`config.mk`:
```
export PLATFORM = sky130hd
export DESIGN_NAME = congestion_manager
export DESIGN_NICKNAME = d
export VERILOG_FILES = /design/src/hw/cong_pkg.sv /design/src/hw/queue_table.sv /design/src/hw/page_alloc_counter.sv /design/src/hw/admit_fsm.sv /design/src/hw/congestion_manager.sv
export SDC_FILE = /design/constraint.sdc
export NUM_CORES = 1
export LEC_CHECK = 0
export BUFFER_PORTS_ARGS = -buffer_cell sky130_fd_sc_hd__buf_2
export CORE_AREA = 3 3 200 202
export CTS_BUF_LIST = sky130_fd_sc_hd__clkbuf_8
export CTS_CLUSTER_SIZE = 30
export DETAILED_ROUTE_END_ITERATION = 7
export DIE_AREA = 0 0 203 205
export GPL_ROUTABILITY_DRIVEN = 0
export HOLD_SLACK_MARGIN = 0.12
export PLACE_DENSITY = 0.91
export RECOVER_POWER = 25
export SLEW_MARGIN = 20
export SYNTH_ARGS = -nofsm -noshare
export SYNTH_HDL_FRONTEND = slang
export SYNTH_HIERARCHICAL = 1
export SYNTH_SLANG_ARGS = --single-unit
```
`constraint.sdc`:
```
create_clock -name core_clk_ifc -period 4.4 [get_ports core_clk_ifc]
set_input_delay 0.88 -clock core_clk_ifc [delete_from_list [all_inputs] [get_ports core_clk_ifc]]
set_output_delay 0.88 -clock core_clk_ifc [all_outputs]
set_load 0.005 [all_outputs]
```
`src/hw/cong_pkg.sv`:
```
/* Shared widths, constants and types for the congestion manager admission stage:
   descriptor length, occupancy, per-queue tail state and the admission FSM states */

package cong_pkg;

    ////////////////////////////////////////////////////////////
    // Queue memory geometry

    // Bytes per queue memory word
    localparam int WORD_BYTES = 64;
    localparam int WORDS_PER_PAGE = 64;

    localparam int TAIL_W = $clog2(WORDS_PER_PAGE);
    // Page number width, enough for up to 32 pages
    localparam int PAGE_W = 5;

    ////////////////////////////////////////////////////////////
    // Descriptor fields and rules

    localparam int PRIO_W = 3;

    // Lowest priority that maps to class 1
    localparam int PRIO_CLASS_SPLIT = 5;
    // Policer mark ignored at and above this priority
    localparam int POLICER_PRIO_LIMIT = 6;

    // Packet byte length, 64 to 1500
    typedef logic [10:0] len_t;

    // Queue byte occupancy, also the drop threshold
    typedef logic [19:0] occ_t;

    typedef struct packed {
        logic [TAIL_W-1:0] tail_word;
        logic [PAGE_W-1:0] page;
        logic              page_valid;
    } tail_state_t;

    typedef enum logic [1:0] {
        ST_IDLE,
        ST_LOOKUP,
        ST_DECIDE,
        ST_RESULT
    } admit_state_e;

endpackage

```
`src/hw/queue_table.sv`:
```
/* Per-queue state table with a registered read port and a single write port */

`timescale 1ns/100ps

module queue_table #(
    parameter type    entry_t     = logic [7:0],
    parameter int     DEPTH       = 8,
    parameter entry_t RESET_VALUE = '0,
    localparam int    IDX_W       = $clog2(DEPTH)
) (
    input  logic             core_clk_ifc,
    input  logic             rst_n,

    input  logic [IDX_W-1:0] rd_idx,
    output entry_t           rd_data,

    input  logic             we,
    input  logic [IDX_W-1:0] wr_idx,
    input  entry_t           wr_data
);

    entry_t entries [DEPTH];

    // Read data follows the index by one cycle and sees the
    // old entry when the same queue is written in that cycle
    always_ff @(posedge core_clk_ifc or negedge rst_n) begin
        if (!rst_n) begin
            rd_data <= RESET_VALUE;
        end else begin
            rd_data <= entries[rd_idx];
        end
    end

    always_ff @(posedge core_clk_ifc or negedge rst_n) begin
        if (!rst_n) begin
            for (int i = 0; i < DEPTH; i++) begin
                entries[i] <= RESET_VALUE;
            end
        end else if (we) begin
            entries[wr_idx] <= wr_data;
        end
    end

endmodule

```
`src/hw/page_alloc_counter.sv`:
```
/* Free-page counter with a rotating next-page number */

`timescale 1ns/100ps

module page_alloc_counter import cong_pkg::*; #(
    parameter int  NUM_PAGES = 32,
    localparam int FREE_W    = $clog2(NUM_PAGES + 1)
) (
    input  logic              core_clk_ifc,
    input  logic              rst_n,

    input  logic              alloc,
    input  logic              page_release,

    output logic [FREE_W-1:0] free_pages,
    output logic [PAGE_W-1:0] next_page
);

    ////////////////////////////////////////////////////////////
    // Free page count

    // Alloc and release together cancel out
    always_ff @(posedge core_clk_ifc or negedge rst_n) begin
        if (!rst_n) begin
            free_pages <= FREE_W'(NUM_PAGES);
        end else if (alloc && !page_release) begin
            free_pages <= free_pages - 1'b1;
        end else if (page_release && !alloc) begin
            // saturate, a stray release never goes past the pool size
            if (free_pages != FREE_W'(NUM_PAGES)) begin
                free_pages <= free_pages + 1'b1;
            end
        end
    end

    ////////////////////////////////////////////////////////////
    // Next page number

    // Pages are handed out in rotation
    always_ff @(posedge core_clk_ifc or negedge rst_n) begin
        if (!rst_n) begin
            next_page <= '0;
        end else if (alloc) begin
            if (next_page == PAGE_W'(NUM_PAGES - 1)) begin
                next_page <= '0;
            end else begin
                next_page <= next_page + 1'b1;
            end
        end
    end

endmodule

```
`src/hw/admit_fsm.sv`:
```
/* Admission FSM: queue lookup, drop decision, result handshake and commit of
   queue occupancy, tail state and threshold writes */

`timescale 1ns/100ps

module admit_fsm import cong_pkg::*; #(
    parameter int  NUM_EGR_PORTS = 4,
    parameter int  NUM_PAGES     = 32,
    localparam int PORT_W        = $clog2(NUM_EGR_PORTS),
    localparam int QUEUE_W       = $clog2(2 * NUM_EGR_PORTS),
    localparam int FREE_W        = $clog2(NUM_PAGES + 1)
) (
    input  logic               core_clk_ifc,
    input  logic               rst_n,

    // Descriptor input
    input  logic               desc_valid,
    output logic               desc_ready,
    input  logic [PORT_W-1:0]  desc_port,
    input  logic [PRIO_W-1:0]  desc_prio,
    input  len_t               desc_len,
    input  logic               desc_mark,

    // Threshold configuration
    input  logic               cfg_valid,
    output logic               cfg_ready,
    input  logic [QUEUE_W-1:0] cfg_queue,
    input  occ_t               cfg_thresh,

    // Admission result
    output logic               res_valid,
    input  logic               res_ready,
    output logic [QUEUE_W-1:0] res_queue,
    output logic               res_accept,
    output logic               res_malloc,
    output logic [PAGE_W-1:0]  res_page,
    output logic [TAIL_W-1:0]  res_tail,

    // Queue tables
    output logic [QUEUE_W-1:0] tbl_rd_idx,
    input  occ_t               thresh_rd,
    input  occ_t               occ_rd,
    input  tail_state_t        tail_rd,
    output logic               thresh_we,
    output logic               occ_we,
    output logic               tail_we,
    output logic [QUEUE_W-1:0] tbl_wr_idx,
    output occ_t               occ_wr,
    output tail_state_t        tail_wr,
    output occ_t               thresh_wr,

    // Page counter
    output logic               alloc,
    input  logic [FREE_W-1:0]  free_pages,
    input  logic [PAGE_W-1:0]  next_page
);

    // Word count of one packet, up to 1 + max length / word size
    localparam int WCNT_W = $bits(len_t) + 1 - $clog2(WORD_BYTES);
    localparam int OCC_W  = $bits(occ_t);

    admit_state_e state;
    admit_state_e state_nxt;

    // Latched descriptor
    logic [QUEUE_W-1:0] q_idx;
    len_t               d_len;
    logic [PRIO_W-1:0]  d_prio;
    logic               d_mark;

    logic [WCNT_W-1:0]  words;
    logic [TAIL_W:0]    tail_sum;
    logic [OCC_W:0]     occ_sum;
    logic               need_page;
    logic               over_thresh;
    logic               policed;
    logic               accept;
    logic               res_fire;
    occ_t               occ_new;
    tail_state_t        tail_new;

    ////////////////////////////////////////////////////////////
    // Handshakes and state

    // Configuration wins over a descriptor in the same cycle
    assign cfg_ready  = (state == ST_IDLE);
    assign desc_ready = (state == ST_IDLE) && !cfg_valid;
    assign res_valid  = (state == ST_RESULT);
    assign res_fire   = res_valid && res_ready;

    always_comb begin
        state_nxt = state;
        case (state)
            ST_IDLE:   if (desc_valid && desc_ready) state_nxt = ST_LOOKUP;
            ST_LOOKUP: state_nxt = ST_DECIDE;
            ST_DECIDE: state_nxt = ST_RESULT;
            ST_RESULT: if (res_ready) state_nxt = ST_IDLE;
            default:   state_nxt = ST_IDLE;
        endcase
    end

    always_ff @(posedge core_clk_ifc or negedge rst_n) begin
        if (!rst_n) begin
            state <= ST_IDLE;
        end else begin
            state <= state_nxt;
        end
    end

    // Queue index is {egress port, class}
    always_ff @(posedge core_clk_ifc) begin
        if (desc_valid && desc_ready) begin
            q_idx  <= {desc_port, desc_prio >= PRIO_W'(PRIO_CLASS_SPLIT)};
            d_len  <= desc_len;
            d_prio <= desc_prio;
            d_mark <= desc_mark;
        end
    end

    ////////////////////////////////////////////////////////////
    // Drop decision

    assign words     = WCNT_W'(({1'b0, d_len} + 12'(WORD_BYTES - 1)) >> $clog2(WORD_BYTES));
    assign tail_sum  = {1'b0, tail_rd.tail_word} + (TAIL_W + 1)'(words);
    assign need_page = !tail_rd.page_valid || (tail_sum >= (TAIL_W + 1)'(WORDS_PER_PAGE));

    assign occ_sum     = {1'b0, occ_rd} + (OCC_W + 1)'(d_len);
    assign over_thresh = occ_sum > {1'b0, thresh_rd};
    assign policed     = d_mark && (d_prio < PRIO_W'(POLICER_PRIO_LIMIT));

    // Rules in order: threshold, policer, page exhaustion
    assign accept = !over_thresh && !policed && !(need_page && (free_pages == '0));

    // Tail wraps within the page since WORDS_PER_PAGE is a power of two
    always_ff @(posedge core_clk_ifc) begin
        if (state == ST_DECIDE) begin
            res_accept <= accept;
            res_malloc <= accept && need_page;
            occ_new    <= occ_sum[OCC_W-1:0];
            if (accept) begin
                tail_new.tail_word  <= tail_sum[TAIL_W-1:0];
                tail_new.page       <= need_page ? next_page : tail_rd.page;
                tail_new.page_valid <= 1'b1;
            end else begin
                tail_new <= tail_rd;
            end
        end
    end

    ////////////////////////////////////////////////////////////
    // Result and commit

    assign res_queue = q_idx;
    assign res_page  = tail_new.page;
    assign res_tail  = tail_new.tail_word;

    assign tbl_rd_idx = q_idx;
    assign tbl_wr_idx = (state == ST_RESULT) ? q_idx : cfg_queue;

    assign thresh_we = cfg_valid && cfg_ready;
    assign thresh_wr = cfg_thresh;

    // Tables and counter commit only on the result transfer
    assign occ_we  = res_fire && res_accept;
    assign tail_we = res_fire && res_accept;
    assign alloc   = res_fire && res_malloc;
    assign occ_wr  = occ_new;
    assign tail_wr = tail_new;

endmodule

```
`src/hw/congestion_manager.sv`:
```
/* Congestion manager admission stage top: threshold, occupancy and tail tables,
   page counter and admission FSM */

`timescale 1ns/100ps

module congestion_manager import cong_pkg::*; #(
    parameter int  NUM_EGR_PORTS  = 4,
    parameter int  NUM_PAGES      = 32,
    parameter int  DEFAULT_THRESH = 16384,
    localparam int NUM_QUEUES     = 2 * NUM_EGR_PORTS,
    localparam int PORT_W         = $clog2(NUM_EGR_PORTS),
    localparam int QUEUE_W        = $clog2(NUM_QUEUES),
    localparam int FREE_W         = $clog2(NUM_PAGES + 1)
) (
    input  logic               core_clk_ifc,
    input  logic               rst_n,

    input  logic               desc_valid,
    output logic               desc_ready,
    input  logic [PORT_W-1:0]  desc_port,
    input  logic [PRIO_W-1:0]  desc_prio,
    input  len_t               desc_len,
    input  logic               desc_mark,

    input  logic               cfg_valid,
    output logic               cfg_ready,
    input  logic [QUEUE_W-1:0] cfg_queue,
    input  occ_t               cfg_thresh,

    output logic               res_valid,
    input  logic               res_ready,
    output logic [QUEUE_W-1:0] res_queue,
    output logic               res_accept,
    output logic               res_malloc,
    output logic [PAGE_W-1:0]  res_page,
    output logic [TAIL_W-1:0]  res_tail,

    input  logic               page_release,
    output logic [FREE_W-1:0]  free_pages
);

    logic [QUEUE_W-1:0] tbl_rd_idx;
    logic [QUEUE_W-1:0] tbl_wr_idx;
    occ_t               thresh_rd;
    occ_t               occ_rd;
    tail_state_t        tail_rd;
    logic               thresh_we;
    logic               occ_we;
    logic               tail_we;
    occ_t               thresh_wr;
    occ_t               occ_wr;
    tail_state_t        tail_wr;
    logic               alloc;
    logic [PAGE_W-1:0]  next_page;

    ////////////////////////////////////////////////////////////
    // Admission control

    admit_fsm #(
        .NUM_EGR_PORTS (NUM_EGR_PORTS),
        .NUM_PAGES     (NUM_PAGES)
    ) admit_fsm_i (
        .core_clk_ifc (core_clk_ifc),
        .rst_n        (rst_n),
        .desc_valid   (desc_valid),
        .desc_ready   (desc_ready),
        .desc_port    (desc_port),
        .desc_prio    (desc_prio),
        .desc_len     (desc_len),
        .desc_mark    (desc_mark),
        .cfg_valid    (cfg_valid),
        .cfg_ready    (cfg_ready),
        .cfg_queue    (cfg_queue),
        .cfg_thresh   (cfg_thresh),
        .res_valid    (res_valid),
        .res_ready    (res_ready),
        .res_queue    (res_queue),
        .res_accept   (res_accept),
        .res_malloc   (res_malloc),
        .res_page     (res_page),
        .res_tail     (res_tail),
        .tbl_rd_idx   (tbl_rd_idx),
        .thresh_rd    (thresh_rd),
        .occ_rd       (occ_rd),
        .tail_rd      (tail_rd),
        .thresh_we    (thresh_we),
        .occ_we       (occ_we),
        .tail_we      (tail_we),
        .tbl_wr_idx   (tbl_wr_idx),
        .occ_wr       (occ_wr),
        .tail_wr      (tail_wr),
        .thresh_wr    (thresh_wr),
        .alloc        (alloc),
        .free_pages   (free_pages),
        .next_page    (next_page)
    );

    page_alloc_counter #(
        .NUM_PAGES (NUM_PAGES)
    ) page_alloc_counter_i (
        .core_clk_ifc (core_clk_ifc),
        .rst_n        (rst_n),
        .alloc        (alloc),
        .page_release (page_release),
        .free_pages   (free_pages),
        .next_page    (next_page)
    );

    ////////////////////////////////////////////////////////////
    // Per-queue state tables

    queue_table #(
        .entry_t     (occ_t),
        .DEPTH       (NUM_QUEUES),
        .RESET_VALUE (occ_t'(DEFAULT_THRESH))
    ) thresh_table_i (
        .core_clk_ifc (core_clk_ifc),
        .rst_n        (rst_n),
        .rd_idx       (tbl_rd_idx),
        .rd_data      (thresh_rd),
        .we           (thresh_we),
        .wr_idx       (tbl_wr_idx),
        .wr_data      (thresh_wr)
    );

    queue_table #(
        .entry_t     (occ_t),
        .DEPTH       (NUM_QUEUES),
        .RESET_VALUE ('0)
    ) occ_table_i (
        .core_clk_ifc (core_clk_ifc),
        .rst_n        (rst_n),
        .rd_idx       (tbl_rd_idx),
        .rd_data      (occ_rd),
        .we           (occ_we),
        .wr_idx       (tbl_wr_idx),
        .wr_data      (occ_wr)
    );

    // Cleared tail state has no valid page
    queue_table #(
        .entry_t     (tail_state_t),
        .DEPTH       (NUM_QUEUES),
        .RESET_VALUE ('0)
    ) tail_table_i (
        .core_clk_ifc (core_clk_ifc),
        .rst_n        (rst_n),
        .rd_idx       (tbl_rd_idx),
        .rd_data      (tail_rd),
        .we           (tail_we),
        .wr_idx       (tbl_wr_idx),
        .wr_data      (tail_wr)
    );

endmodule

```
Word level (Yosys, flattened, before mapping). Index checks and enable logic that the tools add are counted.

Input port bits: 46. Output and inout port bits: 25. Bits in registers: 533. Logic and storage cells: 134.

Equality and inequality tests: 7. Add/subtract/negate cells: 6. Order comparisons: 7. Bitwise logic cells: 2. Multiplexer cells: 26. Reduce and logical (&&, ||, !) cells: 28.

Operators with widths (count): 160-bit bitwise mux (2); 20-bit binary-select mux with 3-bit select (2); 20-bit two-way mux (5); 96-bit bitwise mux (1); 20-bit demux with 3-bit select (1); 12-bit two-way mux (4); 12-bit binary-select mux with 3-bit select (1); 12-bit demux with 3-bit select (1); 20-bit by 11-bit adder with 21-bit output (1); 21-bit by 20-bit > comparator with 1-bit output (1); 6-bit two-way mux (3); 1-bit logical AND (14); 11-bit by 6-bit adder with 12-bit output (second input constant) (1); 5-bit two-way mux (2); 4-bit greater-or-equal comparator (second input constant) (2); 3-bit NOT with 4-bit output (2); 2-bit case mux with 4 select lines (1); 6-bit by 6-bit adder with 7-bit output (1); 7-bit greater-or-equal comparator (second input constant) (1); 1-bit zero test (7); 6-bit by 1-bit adder with 6-bit output (second input constant) (1); 6-bit zero test (1); 6-bit inequality test (second input constant) (1); 6-bit by 1-bit subtractor with 6-bit output (second input constant) (1); other kinds (14) (19).

Logic depth before layout (Yosys ltp).
Word-level depth: 8. Mapped depth: 17. Gate-level depth less buffers: 17.

By module. The synthesis kept the hierarchy.

By module, submodules not included: queue_table at thresh_table_i (instances 1, area an instance 7831.3 um^2, cells each 435, sequential area each 4515.6 um^2); queue_table at occ_table_i (instances 1, area an instance 7820.0 um^2, cells each 435, sequential area each 4504.3 um^2); queue_table at tail_table_i (instances 1, area an instance 4714.5 um^2, cells each 263, sequential area each 2702.6 um^2); admit_fsm (instances 1, area an instance 3633.5 um^2, cells each 323, sequential area each 1581.5 um^2); page_alloc_counter (instances 1, area an instance 737.0 um^2, cells each 75, sequential area each 276.5 um^2).

Worst setup path after synthesis. Ideal clock, no wire load.

Path kind: register to register. Start point: reg admit_fsm_i.d_len[3]. End point: reg admit_fsm_i.tail_new (netlist bit admit_fsm_i/res_tail[0]), data pin. Data arrival time: 3.597 ns. Buffers on the path: 0. Path slack: 0.543 ns. Clock period less this slack: 3.857 ns. Setup time: 0.260 ns. Stages on the path, launching flop included: 16. Required time: 4.140 ns. Cells stage by stage: edfxtp_1 > ha_1 > a21o_1 > a21oi_1 > a21boi_0 > nand4_1 > a21oi_1 > xor2_1 > ha_1 > nand4_1 > or2_2 > nor3b_1 > a41o_1 > a31oi_1 > nor3_4 > mux2_2.

Elaborated cells on any way between the ends: 12. Those cells by class: add/sub: 3; order compare: 2; mux: 1; reduce/logical: 6.

RTL lines: start: declaration (line admit_fsm.sv:67) `len_t d_len;`; start signal: assignment (line admit_fsm.sv:114) `d_len <= desc_len;`; 20-bit by 11-bit adder with 21-bit output (line admit_fsm.sv:127) `assign occ_sum = {1'b0, occ_rd} + (OCC_W + 1)'(d_len);`; via admit_fsm_i.occ_sum[11] (line admit_fsm.sv:73) `logic [OCC_W:0] occ_sum;`; 21-bit by 20-bit > comparator with 1-bit output (line admit_fsm.sv:128) `assign over_thresh = occ_sum > {1'b0, thresh_rd};`; 1-bit zero test (line admit_fsm.sv:132) `assign accept = !over_thresh && !policed && !(need_page && (free_pages == '0));`; 1-bit logical AND (2 in series) (line admit_fsm.sv:132); via admit_fsm_i.accept (line admit_fsm.sv:77) `logic accept;`; 12-bit two-way mux (line admit_fsm.sv:140) `if (accept) begin`; end signal: assignment (line admit_fsm.sv:145) `tail_new <= tail_rd;`; end: declaration (line admit_fsm.sv:80) `tail_state_t tail_new;`.

The timed path passes the listed nets, and every way through them passes these cells. A chain may end at the register's enable or synchronous reset.

Worst setup path after layout.
Start point: reg admit_fsm_i.d_len[1]. End point: reg admit_fsm_i.tail_new (netlist bit admit_fsm_i/res_tail[2]), data pin.

Same word-level chain as after synthesis.

==> summary.md <==
| Metric | Value |
|---|---|
| Status | complete, but fails checks |
| Failing checks | max-capacitance violations, max-slew violations, negative setup slack |
| Hold Violations, Final | 0 |
| WP data arrival | 4.98 ns |
| CTS Sinks | 532 |
| Pin count of the biggest net entering global routing | 125 |
| Fin. max-slew vios | 124 |
| PortBufs | 70 |
| Dominant synthesized flop cell | dfrtp_1 |
| Min cycle time layout | 4.63 ns |
| Clock root buffer | clkbuf_8 |
| Max-slew headroom | -106% |
| Least-Margin Pin Slew | a little over 3 ns |
| Syn avg cell area | 16.2 sq um |
| Mapped Cells | 1531 |
| Cell taking the most area after synthesis | dfrtp_1 |
| Die Area | 41600 sq um |
| Synth Cell Area | 24700 sq um |
| Skew final | around 0.032 ns |
| Tot GR Track Use | 27.3% |
| Final net count | 1715 |
| TritonCTS clock tree | done |
| Power density cells | about 610 nW/um^2 |
| Initial Util | 64.3% |
| Startpoint Class | flop |
| Antenna-violating nets left | 0 |
| CTS Buffer Depth | 3 |
| Hold Crit Start | desc_len[0] |
| H-tree levels | 3 |
| Ports | just over 70 |
| HPWL after detailed placement | between 30 and 40 mm |
| Total grt overflow | 0 |
| Post-synth EDFFs | 51 |
| Internal | 11.5 mW |
| Sw Pwr | 5.00 mW |
| Worst-Skew Late Latency | roughly 0.63 ns |
| Hold/Removal Path Class | input pin to flop |
| Worst setup startpoint | admit_fsm_i/d_len[1] |
| Ys Warns | 6 |
| Hold WS | 0.453 ns |
| CTS Buf Count | 84 |
| Final setup fails | 12 |
| Clk slew on worst S/H paths | 0.06 ns |
| Sw Ratio | 30.3% |
| Sequential share of power | 47.6% |
| Commonest non-fill, non-tap cell in the layout | dfrtp_1 |
| DRC violations left | 0 |
| Power Total | 16.5 mW |
| MaxCap Viol Count | 1 |
| Net Count, Synth | 1624 |
| Area Growth Syn to Fin | 9.90% |
| Synth top area cells | dfrtp_1 48%, mux2_2 19%, mux4_1 11%, edfxtp_1 6.2%, mux2_1 2.5% |
| First-pass GRT wire length | between 80 and 90 mm |
| Hold_buf cts | 0 |
| Crit path capture type | flop |
| Routed vias | 14.3k |
| Yosys reg bits | 532 |
| Dpl ws | -0.0664 ns |
| Peak supply drop | 0.385 mV |
| Clk pwr share | a little over a quarter |
| Synth top area share | 47.6% |
| Die Width | around 200 microns |
| Total Wirelength | about 58 mm |
| Most frequent cells in the layout | 471 x dfrtp_1, 428 x mux2_2, 112 x clkbuf_8 |
| Initial antenna violation count | 1 |
| Critical path class | flop to flop |
| Fraction of layout cells with a size suffix above 1 | 41.1% |
| First DRT Iteration DRCs | 1131 |
| Drt pass-1 iters | 8 |
| Required @ worst endpoint | around 4.8 ns |
| Max Fclk | 216 MHz |
| Total core area | around 38000 sq um |
| Drt wl/cell | 26.1 microns |
| Vias per cell | 6.48 |
| Static leakage | around 13 nW |
| Vias in the first global route | 15.5k |
| Post-synthesis sequential area ratio | 54.9% |
| Final setup margin | -0.227 ns |
| Crit share post-route | 105% |
| Die boundary height | 205 microns |
| Max Fanout on Critical Path | 4 |
| Worst R2R Start | admit_fsm_i/d_len[1] |
| Reg-to-reg slack, setup | -0.23 ns |
| Synth cell types | ~60 |
| Logic gate share of total power | 26.2% |
| Ys async rst share | between 90 and 100% |
| # fillers | ~2.2k |
| FP Rows | 72 |
cell type report:
class	instances	area [sq um]	share of cell area, %
multi-input cells	855	10400	38.2
flip-flops and latches	532	13600	50.0
inverters	36	135	0.497
repair buffers	113	678	2.49
clock buffers	112	1540	5.67
diodes	1	2.50	0.00921
clock inverters	40	223	0.819
well taps	518	648	2.38
per-layer routing:
metal  global-route usage [%]  vias up  share of wire (%)
li1                         -     5959                  -
met1                     35.1     7517                 39
met2                     46.4      650                 50
met3                     5.56      179                6.9
met4                     10.5        0                4.1
met5                        0        -                  0
sequential cells by signal, summed over array words and instances, names as in the netlist, 2 cells and up:
signal                           count
admit_fsm_i/state                    2
admit_fsm_i/res_page                 5
thresh_table_i/rd_data              20
admit_fsm_i/d_prio                   2
thresh_table_i/entries             160
page_alloc_counter_i/free_pages      6
tail_table_i/rd_data                12
tail_table_i/entries                96
admit_fsm_i/occ_wr                  20
admit_fsm_i/res_tail                 6
admit_fsm_i/res_queue                3
admit_fsm_i/d_len                   11
page_alloc_counter_i/next_page       5
occ_table_i/entries                160
occ_table_i/rd_data                 20
through the flow:
step | cells | cell area, sq um | utilization, % | setup TNS [ns]
2_1_floorplan | 1531 | 24700 | - | 0
3_3_place_gp | 2048 | 25400 | 66.0 | 0
3_5_place_dp | 2048 | 25400 | 66.0 | -0.568
4_1_cts | 2204 | 27200 | 70.7 | 0
5_1_grt | 2207 | 27200 | 70.7 | -2.18
6_report | 2207 | 27200 | 70.7 | -2.39
synth_stat cells, types with 4 or more instances:
cell type / instances
and3_1: 6
nand3_1: 15
buf_4: 37
dfstp_2: 10
a21oi_1: 25
mux4_1: 101
and4bb_2: 4
o21ai_0: 13
dfrtp_1: 471
buf_1: 4
nand4_1: 9
a31oi_1: 5
nand2b_1: 6
buf_2: 43
nor2b_1: 10
mux2_2: 428
xor2_1: 8
and4bb_1: 6
nand2_1: 15
a21o_1: 6
ha_1: 45
inv_1: 36
mux2_1: 56
clkbuf_1: 10
nand4b_1: 9
edfxtp_1: 51
xnor2_1: 22
nor2_1: 14
buf_6: 14
final timing paths:
kind	to	cells after the start
min in group asynchronous	occ_table_i/entries[23]	1
worst min register to register	thresh_table_i/entries[133]	1
worst min-delay path	admit_fsm_i/d_len[0]	1
max in group asynchronous	thresh_table_i/entries[55]	2
worst max-delay path	admit_fsm_i/res_tail[2]	19
worst max register to register	admit_fsm_i/res_tail[2]	19
what timing repair did:
item | CTS | global route
gates cloned | 0 | 0
gates resized for setup | 1 | 9
endpoints found under the hold margin | 0 | 0
setup endpoints to repair | 11 | 12
pin swaps | 3 | 7
setup buffers | 4 | 2
critical path, cell delays in order (launching register included):
cell,delay (ns)
edfxtp_1,0.44
ha_1,0.33
a21o_1,0.14
nand4_1,0.16
a21boi_1,0.29
nand4_1,0.19
a21oi_1,0.29
buf_4,0.19
nand3_1,0.11
xnor2_1,0.31
ha_1,0.32
o21ai_0,0.24
nand2b_1,0.12
a21oi_1,0.20
a41o_1,0.13
a31oi_1,0.08
buf_4,0.20
nor3_4,0.12
buf_4,0.17
mux2_2,0.34
power by group through the flow:
stage	Sequential [mW]	Clock [mW]	Combinational, mW
2_1_floorplan	7.36	0	3.25
6_report	7.87	4.32	4.33
5_1_grt	8.04	4.61	4.63
3_5_place_dp	7.85	0	4.07
3_3_place_gp	7.66	0	3.83
4_1_cts	7.81	4.36	4.22
kinds of logic after synthesis:
logic type,synth area share [%]
multiplexers,33.1
AND/OR/NAND/NOR,3.08
adder cells (fa/ha/maj),2.44
flip-flops,54.9
buffers and inverters,3.39
XOR/XNOR,1.06
AO/OA/AOI/OAI,2.02
(Power assumes the default switching activity.)
